$ cat config.mk
export PLATFORM = sky130hd
export DESIGN_NAME = cpu
export DESIGN_NICKNAME = d
export VERILOG_FILES = /design/src/cpuPkg.sv /design/src/cpu.sv /design/src/datapath.sv /design/src/memArbiter.sv /design/src/memAccessUnit.sv /design/src/fetchUnit.sv /design/src/alu.sv /design/src/registerFile.sv /design/src/controlUnit.sv
export SDC_FILE = /design/constraint.sdc
export NUM_CORES = 1
export LEC_CHECK = 0
export BUFFER_PORTS_ARGS = -buffer_cell sky130_fd_sc_hd__buf_2
export CAP_MARGIN = 30
export CORE_MARGIN = 3
export CORE_UTILIZATION = 55
export DETAILED_ROUTE_END_ITERATION = 8
export HOLD_SLACK_MARGIN = 0.1
export PLACE_DENSITY = 0.72
export SETUP_SLACK_MARGIN = 0.5
export SLEW_MARGIN = 40
export SYNTH_ARGS = -nofsm -noshare
export SYNTH_HDL_FRONTEND = slang
export SYNTH_HIERARCHICAL = 1
export SYNTH_SLANG_ARGS = --single-unit
$ cat constraint.sdc
create_clock -name clk -period 8.5 [get_ports clk]
set_clock_uncertainty 0.15 [all_clocks]
set_input_delay 0 -clock clk [delete_from_list [all_inputs] [get_ports clk]]
set_output_delay 0 -clock clk [all_outputs]
set_load 0.02 [all_outputs]
$ cat src/cpuPkg.sv
package cpuPkg;
	localparam int WORD_SIZE = 16;

	typedef logic [WORD_SIZE-1:0] word_t;
	typedef logic [1:0] regAddr_t;
	typedef logic [3:0] opcode_t;
	typedef logic [5:0] func_t;
	typedef logic [3:0] aluOp_t;

	// Opcodes in instruction[15:12]
	localparam opcode_t OP_BNE = 4'd0;
	localparam opcode_t OP_BEQ = 4'd1;
	localparam opcode_t OP_BGZ = 4'd2;
	localparam opcode_t OP_BLZ = 4'd3;
	localparam opcode_t OP_ADI = 4'd4;
	localparam opcode_t OP_ORI = 4'd5;
	localparam opcode_t OP_LHI = 4'd6;
	localparam opcode_t OP_LWD = 4'd7;
	localparam opcode_t OP_SWD = 4'd8;
	localparam opcode_t OP_JMP = 4'd9;
	localparam opcode_t OP_JAL = 4'd10;
	localparam opcode_t OP_RTYPE = 4'd15;

	// R-type func field
	localparam func_t FUNC_ADD = 6'd0;
	localparam func_t FUNC_SUB = 6'd1;
	localparam func_t FUNC_AND = 6'd2;
	localparam func_t FUNC_ORR = 6'd3;
	localparam func_t FUNC_NOT = 6'd4;
	localparam func_t FUNC_TCP = 6'd5;
	localparam func_t FUNC_SHL = 6'd6;
	localparam func_t FUNC_SHR = 6'd7;
	localparam func_t FUNC_JPR = 6'd25;
	localparam func_t FUNC_JRL = 6'd26;
	localparam func_t FUNC_HLT = 6'd29;

	localparam aluOp_t ALU_ADD = 4'd0;
	localparam aluOp_t ALU_SUB = 4'd1;
	localparam aluOp_t ALU_AND = 4'd2;
	localparam aluOp_t ALU_OR = 4'd3;
	localparam aluOp_t ALU_NOT = 4'd4;
	localparam aluOp_t ALU_TCP = 4'd5;
	localparam aluOp_t ALU_ALS = 4'd6;
	localparam aluOp_t ALU_ARS = 4'd7;
	localparam aluOp_t ALU_ZERO = 4'd8;

	typedef enum logic [1:0] {
		FETCH,
		EXECUTE,
		MEMORY,
		HALTED
	} cpuState_t;
endpackage
$ cat src/cpu.sv
module cpu #(
	parameter cpuPkg::word_t RESET_ADDRESS = '0
) (
	input logic clk,
	input logic reset,
	input cpuPkg::word_t readData,
	input logic inputReady,
	input logic ackOutput,
	output logic readM,
	output logic writeM,
	output cpuPkg::word_t address,
	output cpuPkg::word_t writeData,
	output logic halted
);
	import cpuPkg::*;

	// Arbiter side
	logic fetchReq, fetchDone, dataReq, dataWrite, dataDone;
	word_t fetchAddr, dataAddr, dataWData, respData;

	// Fetch buffer and redirect
	logic take, redirect, instValid;
	word_t redirectPc, instWord, instPc, instruction;

	// Decoded controls
	logic jump, branch, memToReg, memRead, memWrite;
	logic regDst, regWrite, aluSrc, link, halt;
	aluOp_t aluOp;

	// Register file, ALU and load path
	regAddr_t readAddr1, readAddr2, writeAddr;
	logic writeEnable, isZero, isNegative, isEqual, memStart, memDone;
	word_t writeValue, readValue1, readValue2, operandA, operandB, aluResult, loadValue;

	memArbiter i_memArbiter (.*);

	fetchUnit #(
		.RESET_ADDRESS(RESET_ADDRESS)
	) i_fetchUnit (
		.fetchData(respData),
		.*
	);

	memAccessUnit i_memAccessUnit (
		.start(memStart),
		.write(memWrite),
		.addr(aluResult),
		.storeValue(readValue2),
		.dataIn(respData),
		.done(memDone),
		.*
	);

	datapath i_datapath (.*);

	controlUnit i_controlUnit (.*);

	registerFile i_registerFile (.*);

	alu i_alu (
		.result(aluResult),
		.*
	);
endmodule

$ cat src/datapath.sv
module datapath (
	input logic clk,
	input logic reset,
	input logic jump,
	input logic branch,
	input logic memToReg,
	input logic memRead,
	input logic memWrite,
	input logic regDst,
	input logic regWrite,
	input logic aluSrc,
	input logic link,
	input logic halt,
	input logic instValid,
	input cpuPkg::word_t instWord,
	input cpuPkg::word_t instPc,
	input cpuPkg::word_t aluResult,
	input logic isZero,
	input logic isNegative,
	input logic isEqual,
	input cpuPkg::word_t readValue1,
	input cpuPkg::word_t readValue2,
	input logic memDone,
	input cpuPkg::word_t loadValue,
	output logic take,
	output logic redirect,
	output cpuPkg::word_t redirectPc,
	output cpuPkg::regAddr_t readAddr1,
	output cpuPkg::regAddr_t readAddr2,
	output cpuPkg::regAddr_t writeAddr,
	output logic writeEnable,
	output cpuPkg::word_t writeValue,
	output cpuPkg::word_t operandA,
	output cpuPkg::word_t operandB,
	output logic memStart,
	output cpuPkg::word_t instruction,
	output logic halted
);
	import cpuPkg::*;

	cpuState_t state;
	cpuState_t nextState;
	word_t pc; // Address of the instruction being executed
	word_t pcPlus1;
	word_t immExt;
	word_t jumpTarget;
	opcode_t opcode;
	logic condMet;

	assign opcode = instruction[15:12];
	assign pcPlus1 = pc + 16'd1;
	// Sign-extended except for ORI
	assign immExt = (opcode == OP_ORI) ? {8'h00, instruction[7:0]}
		: {{8{instruction[7]}}, instruction[7:0]};
	assign jumpTarget = aluSrc ? {pcPlus1[15:12], instruction[11:0]} : readValue1;

	always_comb begin
		case (opcode)
			OP_BNE: condMet = !isEqual;
			OP_BEQ: condMet = isEqual;
			OP_BGZ: condMet = !isZero && !isNegative;
			default: condMet = isNegative; // BLZ
		endcase
	end

	assign take = (state == FETCH) && instValid;
	assign redirect = (state == EXECUTE) && (jump || (branch && condMet));
	assign redirectPc = jump ? jumpTarget : pcPlus1 + immExt;
	assign memStart = (state == EXECUTE) && (memRead || memWrite);
	assign halted = (state == HALTED);

	assign readAddr1 = instruction[11:10]; // rs
	assign readAddr2 = instruction[9:8]; // rt
	assign operandA = readValue1;
	assign operandB = aluSrc ? immExt : readValue2;

	always_comb begin
		if (link) begin
			writeAddr = regAddr_t'(2);
		end else if (regDst) begin
			writeAddr = instruction[7:6];
		end else begin
			writeAddr = instruction[9:8];
		end
		if (link) begin
			writeValue = pcPlus1;
		end else if (memToReg) begin
			writeValue = loadValue;
		end else if (opcode == OP_LHI) begin
			writeValue = {instruction[7:0], 8'h00};
		end else begin
			writeValue = aluResult;
		end
	end

	// Loads write back from MEMORY, everything else from EXECUTE
	assign writeEnable = ((state == EXECUTE) && regWrite && !memRead)
		|| ((state == MEMORY) && memRead && memDone);

	always_comb begin
		nextState = state;
		case (state)
			FETCH: if (instValid) nextState = EXECUTE;
			EXECUTE: begin
				if (halt) begin
					nextState = HALTED;
				end else if (memRead || memWrite) begin
					nextState = MEMORY;
				end else begin
					nextState = FETCH;
				end
			end
			MEMORY: if (memDone) nextState = FETCH;
			default: nextState = HALTED;
		endcase
	end

	always_ff @(posedge clk) begin
		if (reset) begin
			state <= FETCH;
		end else begin
			state <= nextState;
		end
	end

	always_ff @(posedge clk) begin
		if (take) begin
			instruction <= instWord;
			pc <= instPc;
		end
	end
endmodule

$ cat src/memArbiter.sv
module memArbiter (
	input logic clk,
	input logic reset,
	input logic fetchReq,
	input cpuPkg::word_t fetchAddr,
	input logic dataReq,
	input logic dataWrite,
	input cpuPkg::word_t dataAddr,
	input cpuPkg::word_t dataWData,
	input cpuPkg::word_t readData,
	input logic inputReady,
	input logic ackOutput,
	output logic readM,
	output logic writeM,
	output cpuPkg::word_t address,
	output cpuPkg::word_t writeData,
	output logic fetchDone,
	output logic dataDone,
	output cpuPkg::word_t respData
);
	logic ownerIsData;
	logic response;

	assign response = (readM && inputReady) || (writeM && ackOutput);
	assign dataDone = response && ownerIsData;
	assign fetchDone = response && !ownerIsData;
	assign respData = readData;

	// Bus is idle for one cycle after each response
	always_ff @(posedge clk) begin
		if (reset) begin
			readM <= 1'b0;
			writeM <= 1'b0;
			ownerIsData <= 1'b0;
		end else if (readM || writeM) begin
			if (response) begin
				readM <= 1'b0;
				writeM <= 1'b0;
			end
		end else if (dataReq) begin
			ownerIsData <= 1'b1; // Data side wins a tie
			readM <= !dataWrite;
			writeM <= dataWrite;
		end else if (fetchReq) begin
			ownerIsData <= 1'b0;
			readM <= 1'b1;
		end
	end

	// Address and data latched at grant, held for the whole request
	always_ff @(posedge clk) begin
		if (!readM && !writeM) begin
			address <= dataReq ? dataAddr : fetchAddr;
			writeData <= dataWData;
		end
	end
endmodule

$ cat src/memAccessUnit.sv
module memAccessUnit (
	input logic clk,
	input logic reset,
	input logic start,
	input logic write,
	input cpuPkg::word_t addr,
	input cpuPkg::word_t storeValue,
	input logic dataDone,
	input cpuPkg::word_t dataIn,
	output logic dataReq,
	output logic dataWrite,
	output cpuPkg::word_t dataAddr,
	output cpuPkg::word_t dataWData,
	output cpuPkg::word_t loadValue,
	output logic done
);
	always_ff @(posedge clk) begin
		if (reset) begin
			dataReq <= 1'b0;
			dataWrite <= 1'b0;
			done <= 1'b0;
		end else begin
			done <= dataDone; // One cycle later, with loadValue settled
			if (start) begin
				dataReq <= 1'b1;
				dataWrite <= write;
			end else if (dataDone) begin
				dataReq <= 1'b0;
			end
		end
	end

	always_ff @(posedge clk) begin
		if (start) begin
			dataAddr <= addr;
			dataWData <= storeValue;
		end
		if (dataDone && !dataWrite) begin
			loadValue <= dataIn;
		end
	end
endmodule

$ cat src/fetchUnit.sv
module fetchUnit #(
	parameter cpuPkg::word_t RESET_ADDRESS = '0
) (
	input logic clk,
	input logic reset,
	input logic take,
	input logic redirect,
	input cpuPkg::word_t redirectPc,
	input logic fetchDone,
	input cpuPkg::word_t fetchData,
	output logic fetchReq,
	output cpuPkg::word_t fetchAddr,
	output logic instValid,
	output cpuPkg::word_t instWord,
	output cpuPkg::word_t instPc
);
	logic running; // Low only while in reset
	logic stale; // Fetch in flight belongs to a flushed path

	// Fetch ahead when the buffer is empty or being consumed
	assign fetchReq = running && (!instValid || take);

	always_ff @(posedge clk) begin
		if (reset) begin
			running <= 1'b0;
			stale <= 1'b0;
			instValid <= 1'b0;
			fetchAddr <= RESET_ADDRESS;
		end else begin
			running <= 1'b1;
			if (redirect) begin
				fetchAddr <= redirectPc;
				instValid <= 1'b0;
				stale <= fetchReq && !fetchDone;
			end else if (fetchDone) begin
				if (stale) begin
					stale <= 1'b0; // Word from the old path is dropped
				end else begin
					instValid <= 1'b1;
					fetchAddr <= fetchAddr + 16'd1;
				end
			end else if (take) begin
				instValid <= 1'b0;
			end
		end
	end

	always_ff @(posedge clk) begin
		if (fetchDone && !stale && !redirect) begin
			instWord <= fetchData;
			instPc <= fetchAddr;
		end
	end
endmodule

$ cat src/alu.sv
module alu (
	input cpuPkg::word_t operandA,
	input cpuPkg::word_t operandB,
	input cpuPkg::aluOp_t aluOp,
	output cpuPkg::word_t result,
	output logic isZero,
	output logic isNegative,
	output logic isEqual
);
	import cpuPkg::*;

	always_comb begin
		case (aluOp)
			ALU_ADD: result = operandA + operandB;
			ALU_SUB: result = operandA - operandB;
			ALU_AND: result = operandA & operandB;
			ALU_OR: result = operandA | operandB;
			ALU_NOT: result = ~operandA;
			ALU_TCP: result = ~operandA + 16'd1;
			ALU_ALS: result = {operandA[WORD_SIZE-2:0], 1'b0};
			ALU_ARS: result = {operandA[WORD_SIZE-1], operandA[WORD_SIZE-1:1]}; // Keeps sign
			default: result = '0;
		endcase
	end

	// Branch flags describe rs, or rs against rt
	assign isZero = (operandA == '0);
	assign isNegative = operandA[WORD_SIZE-1];
	assign isEqual = (operandA == operandB);
endmodule

$ cat src/registerFile.sv
module registerFile (
	input logic clk,
	input logic reset,
	input cpuPkg::regAddr_t readAddr1,
	input cpuPkg::regAddr_t readAddr2,
	input cpuPkg::regAddr_t writeAddr,
	input logic writeEnable,
	input cpuPkg::word_t writeValue,
	output cpuPkg::word_t readValue1,
	output cpuPkg::word_t readValue2
);
	import cpuPkg::*;

	word_t regs [4];

	// Reads see the old value during a write
	assign readValue1 = regs[readAddr1];
	assign readValue2 = regs[readAddr2];

	always_ff @(posedge clk) begin
		if (reset) begin
			for (int i = 0; i < 4; i++) begin
				regs[i] <= '0;
			end
		end else if (writeEnable) begin
			regs[writeAddr] <= writeValue;
		end
	end
endmodule

$ cat src/controlUnit.sv
module controlUnit (
	input cpuPkg::word_t instruction,
	output logic jump,
	output logic branch,
	output logic memToReg,
	output logic memRead,
	output logic memWrite,
	output logic regDst,
	output logic regWrite,
	output logic aluSrc,
	output logic link,
	output logic halt,
	output cpuPkg::aluOp_t aluOp
);
	import cpuPkg::*;

	opcode_t opcode;
	func_t func;

	assign opcode = instruction[15:12];
	assign func = instruction[5:0];

	always_comb begin
		// Everything inactive unless the encoding is known
		jump = 1'b0;
		branch = 1'b0;
		memToReg = 1'b0;
		memRead = 1'b0;
		memWrite = 1'b0;
		regDst = 1'b0;
		regWrite = 1'b0;
		aluSrc = 1'b0;
		link = 1'b0;
		halt = 1'b0;
		aluOp = ALU_ZERO;
		case (opcode)
			OP_RTYPE: begin
				case (func)
					FUNC_JPR: jump = 1'b1; // Target from rs
					FUNC_JRL: begin
						jump = 1'b1;
						link = 1'b1;
						regWrite = 1'b1;
					end
					FUNC_HLT: halt = 1'b1;
					FUNC_ADD, FUNC_SUB, FUNC_AND, FUNC_ORR,
					FUNC_NOT, FUNC_TCP, FUNC_SHL, FUNC_SHR: begin
						regDst = 1'b1;
						regWrite = 1'b1;
						case (func)
							FUNC_ADD: aluOp = ALU_ADD;
							FUNC_SUB: aluOp = ALU_SUB;
							FUNC_AND: aluOp = ALU_AND;
							FUNC_ORR: aluOp = ALU_OR;
							FUNC_NOT: aluOp = ALU_NOT;
							FUNC_TCP: aluOp = ALU_TCP;
							FUNC_SHL: aluOp = ALU_ALS;
							default: aluOp = ALU_ARS;
						endcase
					end
					default: ;
				endcase
			end
			OP_ADI, OP_ORI: begin
				regWrite = 1'b1;
				aluSrc = 1'b1;
				aluOp = (opcode == OP_ORI) ? ALU_OR : ALU_ADD;
			end
			OP_LHI: regWrite = 1'b1; // Shifted immediate picked in datapath
			OP_LWD: begin
				memToReg = 1'b1;
				memRead = 1'b1;
				regWrite = 1'b1;
				aluSrc = 1'b1;
				aluOp = ALU_ADD;
			end
			OP_SWD: begin
				memWrite = 1'b1;
				aluSrc = 1'b1;
				aluOp = ALU_ADD;
			end
			OP_BNE, OP_BEQ, OP_BGZ, OP_BLZ: begin
				branch = 1'b1;
				aluOp = ALU_SUB; // rs against rt
			end
			OP_JMP: begin
				jump = 1'b1;
				aluSrc = 1'b1; // Target from target12
			end
			OP_JAL: begin
				jump = 1'b1;
				aluSrc = 1'b1;
				link = 1'b1;
				regWrite = 1'b1;
			end
			default: ;
		endcase
	end
endmodule

== Yosys cells after proc, flatten, opt, wreduce, memory -nomap -nowiden ==
Memory sizes are Yosys's and may differ from the RTL's. A register that Yosys moved wholly into a read port is not among the register bits.
Cells that the tools add are included.
Word-level totals
  register bits after elaboration: 171
  memory bits (writable): 64
  input bits: 20
  output and inout port bits: 35
  word-level logic and storage cells: 197
  memories: 1
Operators by class
  add/sub/neg operators: 6
  equality and inequality tests: 37
  muxes and demuxes: 64
  bitwise gates (word level): 4
  reduce and logical (&&, ||, !) cells: 65
Memories
  i_registerFile.regs: depth 4, bits a word 16, read ports 2, clocked after Yosys merged registers in 2, write ports 4, line registerFile.sv:14  | word_t regs [4];
Operators with widths (count)
  $mux 16: 12
  $pmux 16 s8: 1
  $add 16x1->16 const B: 3
  $mux 1: 33
  $add 16x16->16: 2
  $eq 4x3->1 const B: 8
  $eq 6x3->1 const B: 4
  $pmux 3 s7: 1
  $mux 2: 10
  $logic_and 1x1->1: 19
  $eq 6x5->1 const B: 3
  $and 16x16->16: 1
  $eq 16x16->1: 1
  $eq 4x2->1 const B: 4
  $eq 4x4->1 const B: 4
  $logic_not 16->1: 1
  $not 16->16: 1
  $or 16x16->16: 1
  $pmux 4 s4: 1
  $reduce_or 16->1: 1
  $sub 16x16->16: 1
  $eq 6x2->1 const B: 2
  $logic_not 1->1: 12
  $reduce_and 2->1: 6
  other kinds (23): 44

== Longest topological paths before layout ==
Gate-level depths: netlist of run 1.
  depth after elaboration: 12
  depth in mapped cells: 22

== By module ==
Netlist of run 1, hierarchy kept.
Modules (own cells, without submodules)
  datapath: instances 1, cells each 388, area an instance 3483.3 µm², seq. area each 1001.0 µm²
  registerFile: instances 1, cells each 182, area an instance 3229.3 µm², seq. area each 1921.8 µm²
  alu: instances 1, cells each 402, area an instance 2867.8 µm², seq. area each 0.0 µm²
  fetchUnit: instances 1, cells each 151, area an instance 1960.6 µm², seq. area each 1341.3 µm²
  memAccessUnit: instances 1, cells each 58, area an instance 1546.5 µm², seq. area each 1501.4 µm²
  memArbiter: instances 1, cells each 85, area an instance 1438.9 µm², seq. area each 1021.0 µm²
  controlUnit: instances 1, cells each 43, area an instance 337.8 µm², seq. area each 0.0 µm²

== Least setup slack after synthesis of run 1 ==
No wires, ideal clock.
  path type: register -> register
  start point: register i_datapath.instruction[12]
  end point: register i_fetchUnit.instPc[0] (enable)
  setup time: 0.421 ns
  arrival: 5.562 ns
  path slack: 2.367 ns
  cell stages (with the launch flop): 21
  clock period less this slack: 6.133 ns
  path through: edfxtp_1 and2b_2 nor2_1 a22o_2 clkbuf_1 buf_1 nand3b_1 o21ai_0 inv_1 ha_1 or2_1 or3_1 nor2_1 nand4_1 nor2_1 xor2_1 o211ai_1 o211ai_1 a21oi_1 clkbuf_1 nor2_1
Between the ends
  cells in the longest elaborated chain, start to end: 12
Ends and longest elaborated chain
  start: declaration: line datapath.sv:36  | output cpuPkg::word_t instruction,
  start signal: assignment: line datapath.sv:128  | instruction <= instWord;
  $eq 4x4->1 or $eq 4x3->1 (tied branches): line controlUnit.sv:36  | case (opcode)
  $reduce_or 6->1 (no line) *
  $mux 1 *: line controlUnit.sv:36
  named net aluSrc: line cpu.sv:27  | logic regDst, regWrite, aluSrc, link, halt;
  $mux 16 *: line datapath.sv:75  | assign operandB = aluSrc ? immExt : readValue2;
  named net operandB[9]: line cpu.sv:33  | word_t writeValue, readValue1, readValue2, operandA, operandB, aluResult, loadValue;
  $eq 16x16->1 *: line alu.sv:29  | assign isEqual = (operandA == operandB);
  named net isEqual: line cpu.sv:32  | logic writeEnable, isZero, isNegative, isEqual, memStart, memDone;
  $logic_not 1->1: line datapath.sv:59  | OP_BNE: condMet = !isEqual;
  $pmux 1 s3 *: line datapath.sv:58  | case (opcode)
  $logic_and 1x1->1 *: line datapath.sv:67  | assign redirect = (state == EXECUTE) && (jump || (branch && condMet));
  $logic_or 1x1->1 *: line datapath.sv:67
  $logic_and 1x1->1 *: line datapath.sv:67
  named net redirect: line cpu.sv:22  | logic take, redirect, instValid;
  $logic_not 1->1 *: line fetchUnit.sv:49  | if (fetchDone && !stale && !redirect) begin
  $logic_and 1x1->1 *: line fetchUnit.sv:49
  end signal: assignment: line fetchUnit.sv:51  | instPc <= fetchAddr;
  end: declaration: line fetchUnit.sv:15  | output cpuPkg::word_t instPc
The timed path passes the listed nets; every way through them passes the cells marked *.
A chain may end at the register's enable or synchronous reset.

== Worst setup path in the final report of run 1 ==
  start point: register i_datapath.instruction[12]
  end point: register i_fetchUnit.fetchAddr[13]
Between the ends
  cells in the longest elaborated chain, start to end: 12
Ends and longest elaborated chain
  $eq 4x4->1 or $eq 4x3->1 (tied branches): line controlUnit.sv:36
  $reduce_or 6->1 (no line) *
  $mux 1 *: line controlUnit.sv:36
  named net aluSrc: line cpu.sv:27
  $mux 16 *: line datapath.sv:75
  named net operandB[9]: line cpu.sv:33
  $eq 16x16->1 *: line alu.sv:29
  named net isEqual: line cpu.sv:32
  $logic_not 1->1: line datapath.sv:59
  $pmux 1 s3 *: line datapath.sv:58
  $logic_and 1x1->1 *: line datapath.sv:67
  $logic_or 1x1->1 *: line datapath.sv:67
  $logic_and 1x1->1 *: line datapath.sv:67
  named net redirect: line cpu.sv:22
  $ne 2x1->1 (no line) or $reduce_bool 2->1 (tied branches)
  $reduce_and 2->1 (no line)
  end signal: assignment: line fetchUnit.sv:32  | fetchAddr <= redirectPc;
  end signal: assignment: line fetchUnit.sv:40  | fetchAddr <= fetchAddr + 16'd1;
  end: declaration: line fetchUnit.sv:12  | output cpuPkg::word_t fetchAddr,
Marked as above.

==> results.sh, run 1 <==
export IMPL_drtPass1Iterations=5
export IMPL_root_buffer="clkbuf_16"
export IMPL_post_route_drc_count=0
export IMPL_htree_num_levels=1
export IMPL_insertedDiodeCount=0
export IMPL_power_density_nw_per_um2=192
export IMPL_avgSynthCellArea_um2=11.4
export IMPL_synth_top_area_share_pct=42.0
export IMPL_regArea_um2=6790
export IMPL_die_area_um2=29000
export IMPL_via_per_inst=6.47
export IMPL_yosysWarnings=6
export IMPL_grt_max_degree=40
export IMPL_pwr_share_comb_pct=21.4
export IMPL_peakVddDrop_uv=190
export IMPL_ys_types=103
export IMPL_first_iter_violations=1332
export IMPL_drt_wirelength_per_cell_um=25.0
export IMPL_slew_violations=0
export IMPL_dp_hpwl_mm=30.4
export IMPL_gp_congestion=0.942
export IMPL_netlist_area_um2=14900
export IMPL_synth_area_top_cells="edfxtp_1, ha_1, mux4_2"
export IMPL_area_growth_pct=11.1
export IMPL_drt_wl_total_mm=42.7
export IMPL_io_buffers=54
export IMPL_drv_cap=0
export IMPL_yosysSeqAreaShare_pct=45.7
export IMPL_pin_count=55
export IMPL_fin_tns_setup_ns=0
export IMPL_clk_latency_ns=0.54
export IMPL_synth_edff_count=208
export IMPL_rsz0062_at_grt="false"
export IMPL_start_util_pct=56.6
export IMPL_dieWidth_um=170
export IMPL_fin_util_pct=62.9
export IMPL_hp_class="flip-flop to flip-flop"
export IMPL_reg2regPathDepth=20
export IMPL_end_kind="flip-flop"
export IMPL_max_stage_delay_ns=0.67
export IMPL_min_path_cells=0
export IMPL_p_sw_w=0.000927
export IMPL_maxSlewHeadroom_pct=48.1
export IMPL_vias=11100
export IMPL_clkPwrFrac_pct=35.8
export IMPL_synth_most_common_cell="edfxtp_1"
export IMPL_cts_setup_buffers=0
export IMPL_drtAntennaViolNets=0
export IMPL_min_from="i_memAccessUnit/dataWData[7]"
export IMPL_netlist_top_cells_count="edfxtp_1, nor2_1, inv_1"
export IMPL_worst_hold_path_endpoint="i_memArbiter/writeData[7]"
export IMPL_grt_util_all_layers_pct=29.1
export IMPL_path_class="flip-flop to flip-flop"
export IMPL_clock_path_buffers=3
export IMPL_regToRegStartpoint="i_datapath/instruction[12]"
export IMPL_synth_top_area_cell="edfxtp_1"
export IMPL_syn_inst=1309
export IMPL_fin_crit_ns=6.38
export IMPL_antenna_found_initial=3
export IMPL_reg2reg_to="i_fetchUnit/fetchAddr[13]"
export IMPL_syn_num_nets=1401
export IMPL_cts_buffers=26
export IMPL_fin_crit_sh_pct=75.1
export IMPL_hold_violations=0
export IMPL_p_int_w=0.00224
export IMPL_p_sw_share_pct=29.3
export IMPL_multiInputGateArea_um2=7240
export IMPL_grt_pass1_vias=10600
export IMPL_cp_cell_sequence="and2b_2 > nor2_1 > a22o_2 > nand3b_1 > o21ai_0 > inv_1 > ha_1 > or2_1 > or3_1 > nor2_1 > nand4_1 > nor2_1 > xor2_1 > o211ai_1 > o211ai_1 > a21oi_1 > buf_4 > inv_1 > and3_1 > a2111oi_0"
export IMPL_reg2reg_slack_ns=2.12
export IMPL_status="finished clean"
export IMPL_ys_ff_latch=235
export IMPL_die_h_um=170
export IMPL_p_leak_nw=6.15
export IMPL_critPathLaunchType="flip-flop"
export IMPL_fmax_mhz=157
export IMPL_grt_remaining_overflow=0
export IMPL_async_flop_share_pct=0
export IMPL_critPathMaxFanout=36
export IMPL_seq_power_share_pct=42.8
export IMPL_nets=1447
export IMPL_setup_violations=0
export IMPL_path_delay_family="simple AND/OR/NAND/NOR gates"
export IMPL_rows=59
export IMPL_fillers=2046
export IMPL_grt_pass1_wl_mm=64.2
export IMPL_critical_path_buf_inv_count=3
export IMPL_cts_sinks=235
export IMPL_cts_tree="built"
export IMPL_cts_reportedPaths_clkPinSlew_ns=0.06
export IMPL_path_common_cell="nor2_1"
export IMPL_worstMarginPinSlew_ns=0.773
export IMPL_slowest_stage="a22o_2"
export IMPL_cp_required_ns=8.73
export IMPL_cp_arrival_ns=6.61
export IMPL_synth_main_ff_cell="edfxtp_1"
export IMPL_drive_above_1_share_pct=17.4
export IMPL_core_um2=26300
==> cell usage in the layout (no fill, tap or decap), drive strengths merged, types with 26 or more instances in the layout <==
cell type / Yosys / layout
a21oi: 76 / 76
dlygate4sd3: 0 / 38
nand2: 59 / 59
mux4: 34 / 34
ha: 69 / 69
nor3: 29 / 29
xnor2: 42 / 42
inv: 76 / 77
dfxtp: 27 / 27
edfxtp: 208 / 208
and2: 67 / 67
nor2: 90 / 90
clkbuf: 34 / 31
o21ai: 59 / 59
mux2i: 33 / 33
mux2: 26 / 26
buf: 63 / 77
==> what timing repair did <==
item / in CTS / in global routing
gates resized for setup: 0 / 0
hold buffers: 38 / 0
endpoints found under the hold margin: 57 / 0
==> cells by family (layout without fill, tap and decap cells) <==
kind of cell | Yosys count | in the layout | synth area share [%]
muxes | 93 | 93 | 9.34
DFF | 235 | 235 | 45.7
xor gates and xnor gates | 65 | 65 | 4.32
buffers and inverters | 173 | 238 | 6.06
adders and majority gates | 72 | 72 | 6.21
and+or+nand+nor | 387 | 387 | 15.4
AOI/OAI and AO/OA | 284 | 284 | 13.0
==> metal layers <==
| layer | track usage, % | up-vias | part of all wire, % |
|---|---|---|---|
| met5 | 0 | - | 0.089 |
| met3 | 3.88 | 117 | 9.4 |
| met4 | 10.6 | 6 | 4.0 |
| met1 | 42.3 | 5390 | 42 |
| li1 | - | 4946 | - |
| met2 | 45.0 | 603 | 45 |
==> final cells by class <==
cell class                 instances  area share [%]
timing repair buffer             115            5.51
inverter                          76            1.73
tap                              335            2.54
multi-input combinational        901            43.8
sequential                       235            41.1
clock buffer                      31            4.23
clock inverter                    16            1.06
==> power groups by stage <==
| stage | clock (W) | combinational [W] | sequential (W) |
|---|---|---|---|
| global placement | 0 | 0.000626 | 0.00138 |
| finish | 0.00113 | 0.000679 | 0.00136 |
| floorplan | 0 | 0.000441 | 0.00138 |
| CTS | 0.00114 | 0.000656 | 0.00136 |
| global route | 0.00119 | 0.000725 | 0.00136 |
| detailed placement | 0 | 0.000638 | 0.00138 |
==> flip-flops by register name, indices dropped and copies added, names as in the netlist <==
name / cells
i_memArbiter/writeM: 1
i_memAccessUnit/dataAddr: 16
i_fetchUnit/running: 1
i_fetchUnit/instWord: 16
i_datapath/instruction: 16
i_datapath/state: 2
i_memArbiter/ownerIsData: 1
i_memArbiter/readM: 1
i_memAccessUnit/dataReq: 1
i_fetchUnit/instPc: 16
i_memAccessUnit/dataWData: 16
i_registerFile/regs: 64
i_memArbiter/writeData: 16
i_fetchUnit/fetchAddr: 16
i_datapath/pc: 16
i_fetchUnit/instValid: 1
i_fetchUnit/stale: 1
i_memArbiter/address: 16
i_memAccessUnit/dataWrite: 1
i_memAccessUnit/done: 1
i_memAccessUnit/loadValue: 16
==> stage by stage <==
stage	total power, W	hold slack (ns)	cell area [µm²]	setup WS, ns	cells
floorplan	0.00182	-0.0876	14900	2.37	1309
global placement	0.00200	0.0369	15100	2.45	1615
detailed placement	0.00202	0.0416	15200	2.33	1621
CTS	0.00316	0.268	16500	2.28	1706
global route	0.00328	0.272	16500	1.72	1709
finish	0.00317	0.266	16500	2.12	1709
==> worst max path at each step <==
| stage | from | to | slack [ns] | depth (start not counted) |
|---|---|---|---|---|
| after floorplan | i_datapath/instruction[12] | i_fetchUnit/instPc[0] | 2.37 | 20 |
| after global placement | i_datapath/instruction[12] | i_fetchUnit/instWord[10] | 2.45 | 19 |
| after detailed placement | i_datapath/instruction[12] | i_fetchUnit/instWord[9] | 2.33 | 19 |
| after CTS | i_datapath/instruction[12] | i_fetchUnit/fetchAddr[13] | 2.28 | 20 |
| after global routing | i_datapath/instruction[12] | i_fetchUnit/fetchAddr[13] | 1.72 | 20 |
| final | i_datapath/instruction[12] | i_fetchUnit/fetchAddr[13] | 2.12 | 20 |
Power figures use the tool's default switching activity.
==> run 2, diff against run 1 <==
- ABC_AREA: unset -> 1
- PLACE_DENSITY: 0.72 -> 0.75
- clock period: 8.5 -> 5.5 ns (I/O delays scaled with it)
==> results.sh, run 2 <==
export IMPL_async_flop_share_pct=0
export IMPL_rows=61
export IMPL_path_common_cell="inv_1"
export IMPL_ys_types=58
export IMPL_hold_violations=0
export IMPL_reg2reg_slack_ns=0.69
export IMPL_critPathMaxFanout=22
export IMPL_critPathLaunchType="flip-flop"
export IMPL_use_met2_pct=48.7
export IMPL_cts_reportedPaths_clkPinSlew_ns=0.06
export IMPL_grt_pass1_wl_mm=75.9
export IMPL_start_util_pct=56.4
export IMPL_netlist_area_um2=15900
export IMPL_ys_ff_latch=235
export IMPL_synth_main_ff_cell="edfxtp_1"
export IMPL_first_iter_violations=1796
export IMPL_vias=14400
export IMPL_drtPass1Iterations=6
export IMPL_reg2regPathDepth=22
export IMPL_drt_wirelength_per_cell_um=19.7
export IMPL_regToRegStartpoint="i_datapath/instruction[15]"
export IMPL_cp_cell_sequence="nor2_2 > inv_1 > o21ai_1 > buf_6 > nand2_1 > nand2_1 > inv_1 > ha_1 > inv_1 > nand2_1 > nand3_1 > inv_1 > nor2_1 > o21ai_0 > nand3_1 > nand3_1 > nand2_1 > nand3_1 > o21ai_0 > o21ai_0 > inv_1 > nor3_1"
export IMPL_cts_buffers=24
export IMPL_slew_violations=0
export IMPL_startpoint="i_datapath/instruction[15]"
export IMPL_clock_path_buffers=3
export IMPL_cts_sinks=235
export IMPL_die_area_um2=31000
export IMPL_grt_util_met3_pct=3.68
export IMPL_cts_tree="built"
export IMPL_area_growth_pct=10.6
export IMPL_drv_cap=0
export IMPL_maxSlewHeadroom_pct=47.2
export IMPL_reg2reg_to="i_registerFile/regs[2][8]"
export IMPL_regMostFlops="i_registerFile/regs"
export IMPL_cp_arrival_ns=4.98
export IMPL_antenna_found_initial=0
export IMPL_grt_remaining_overflow=0
export IMPL_peakVddDrop_uv=277
export IMPL_synth_most_common_cell="nand2_1"
export IMPL_syn_num_nets=2162
export IMPL_synth_top_area_cell="edfxtp_1"
export IMPL_fin_crit_ns=4.81
export IMPL_pin_count=55
export IMPL_gp_congestion=1.02
export IMPL_grt_util_all_layers_pct=31.7
export IMPL_power_density_nw_per_um2=294
export IMPL_cp_required_ns=5.67
export IMPL_met1_usage_pct=47.0
export IMPL_grt_max_degree=43
export IMPL_synth_edff_count=208
export IMPL_netlist_top_cells_count="nand2_1, inv_1, edfxtp_1"
export IMPL_yosysWarnings=6
export IMPL_root_buffer="clkbuf_16"
export IMPL_busiest_layer="met2"
export IMPL_drt_wl_total_mm=49.5
export IMPL_setup_violations=0
export IMPL_grt_pass1_vias=13300
export IMPL_fillers=2408
export IMPL_synth_area_top_cells="edfxtp_1, nand2_1, inv_1"
export IMPL_syn_inst=2070
export IMPL_via_per_inst=5.72
export IMPL_insertedDiodeCount=0
export IMPL_clk_latency_ns=0.53
export IMPL_slowest_stage="ha_1"
export IMPL_max_stage_delay_ns=0.52
export IMPL_min_path_cells=0
export IMPL_status="finished clean"
export IMPL_end_kind="flip-flop"
export IMPL_fin_crit_sh_pct=87.5
export IMPL_die_h_um=176
export IMPL_layout_commonest_cell="nand2_1"
export IMPL_post_route_drc_count=0
export IMPL_drtAntennaViolNets=0
export IMPL_largest_reg_flops=64
export IMPL_drive_above_1_share_pct=10.4
export IMPL_avgSynthCellArea_um2=7.68
export IMPL_fin_tns_setup_ns=0
export IMPL_dieWidth_um=176
export IMPL_nets=2209
export IMPL_setup_worst_path_end="i_registerFile/regs[2][8]"
export IMPL_synth_top_area_share_pct=39.3
export IMPL_htree_num_levels=1
export IMPL_yosysSeqAreaShare_pct=42.7
export IMPL_dp_cells=2428
export IMPL_core_um2=28200
export IMPL_fmax_mhz=208
export IMPL_dp_hpwl_mm=36.8
export IMPL_final_cell_count_no_fill=2513
export IMPL_io_buffers=54
export IMPL_path_class="flip-flop to flip-flop"
export IMPL_hp_class="flip-flop to flip-flop"
export IMPL_worstMarginPinSlew_ns=0.791
export IMPL_layout_common_cells="nand2_1, inv_1, edfxtp_1, nand3_1, nor2_1"
export IMPL_rsz0062_at_grt="true"
export IMPL_p_leak_nw=7.96
export IMPL_report_power_total_w=0.00517
==> run 2: changes by cell type in the layout (fill, tap and decap cells not counted), sizes merged, moves of 18 or more <==
cell / previous run / this run
nand3: 21 / 218
nor2: 90 / 179
a211oi: 20 / 2
o22ai: 4 / 28
inv: 77 / 317
xnor2: 42 / 8
mux2i: 33 / 0
nand2: 59 / 627
mux4: 34 / 0
mux2: 26 / 0
and2: 67 / 2
==> run 2: layer usage <==
layer | wire (µm) | up-vias
met1 | 21500 | 6698
met5 | 0 | -
met4 | 1810 | 0
met3 | 4680 | 114
li1 | - | 6801
met2 | 21600 | 763
==> run 2: layout make-up <==
type	instances	area [µm²]	share of cell area, %
clock buffers	27	633	3.60
clock inverters	17	259	1.47
inverters	322	1230	6.97
multi-input cells	1413	7300	41.5
flip-flops and latches	235	6790	38.6
well taps	378	473	2.69
repair buffers	121	912	5.19
==> run 2: logic make-up after synthesis <==
kind of cell,synth area share (%)
buffers and inverters,11.8
AND/OR/NAND/NOR,30.3
XOR/XNOR,1.16
AO/OA/AOI/OAI,8.25
flip-flops,42.7
adder cells (fa/ha/maj),5.81
==> run 2: worst min path at each step <==
| stage | from | end |
|---|---|---|
| floorplan | reset | i_memAccessUnit/dataWrite |
| global placement | readData[5] | i_memAccessUnit/loadValue[5] |
| detailed placement | readData[9] | i_fetchUnit/instWord[9] |
| CTS | i_memAccessUnit/dataWData[12] | i_memArbiter/writeData[12] |
| global route | i_memAccessUnit/dataWData[12] | i_memArbiter/writeData[12] |
| finish | i_memAccessUnit/dataWData[12] | i_memArbiter/writeData[12] |
==> run 2: worst max-delay path: cells and delay by family (launching register included) <==
family,cells,cell delay [ns]
AND/OR/NAND/NOR,11,1.68
buffers and inverters,6,0.90
adder cells (fa/ha/maj),1,0.52
flip-flops,1,0.49
AO/OA/AOI/OAI,4,0.87
==> run 2: where the power goes <==
part           switching [W]  internal [W]  leakage, nW
Sequential         0.0000480       0.00204         2.25
Combinational       0.000894      0.000352         5.28
Clock               0.000682       0.00115        0.429
Total                0.00162       0.00354         7.96
==> run 2: timing repair <==
action | 4_1_cts | 5_1_grt
hold buffers | 38 | 0
resized for setup | 1 | 9
endpoints found under the hold margin | 59 | 0
endpoints found under the setup margin | 42 | 70
setup buffers | 0 | 3
==> run 2: metrics by stage <==
step	setup WS (ns)	hold WS, ns	utilization, %	cell area [µm²]
4_1_cts	0.629	0.264	62.2	17500
3_3_place_gp	0.572	0.0387	57.5	16200
5_1_grt	0.514	0.267	62.5	17600
3_5_place_dp	0.453	0.0435	57.7	16200
6_report	0.689	0.264	62.5	17600
2_1_floorplan	1.50	-0.0876	-	15900
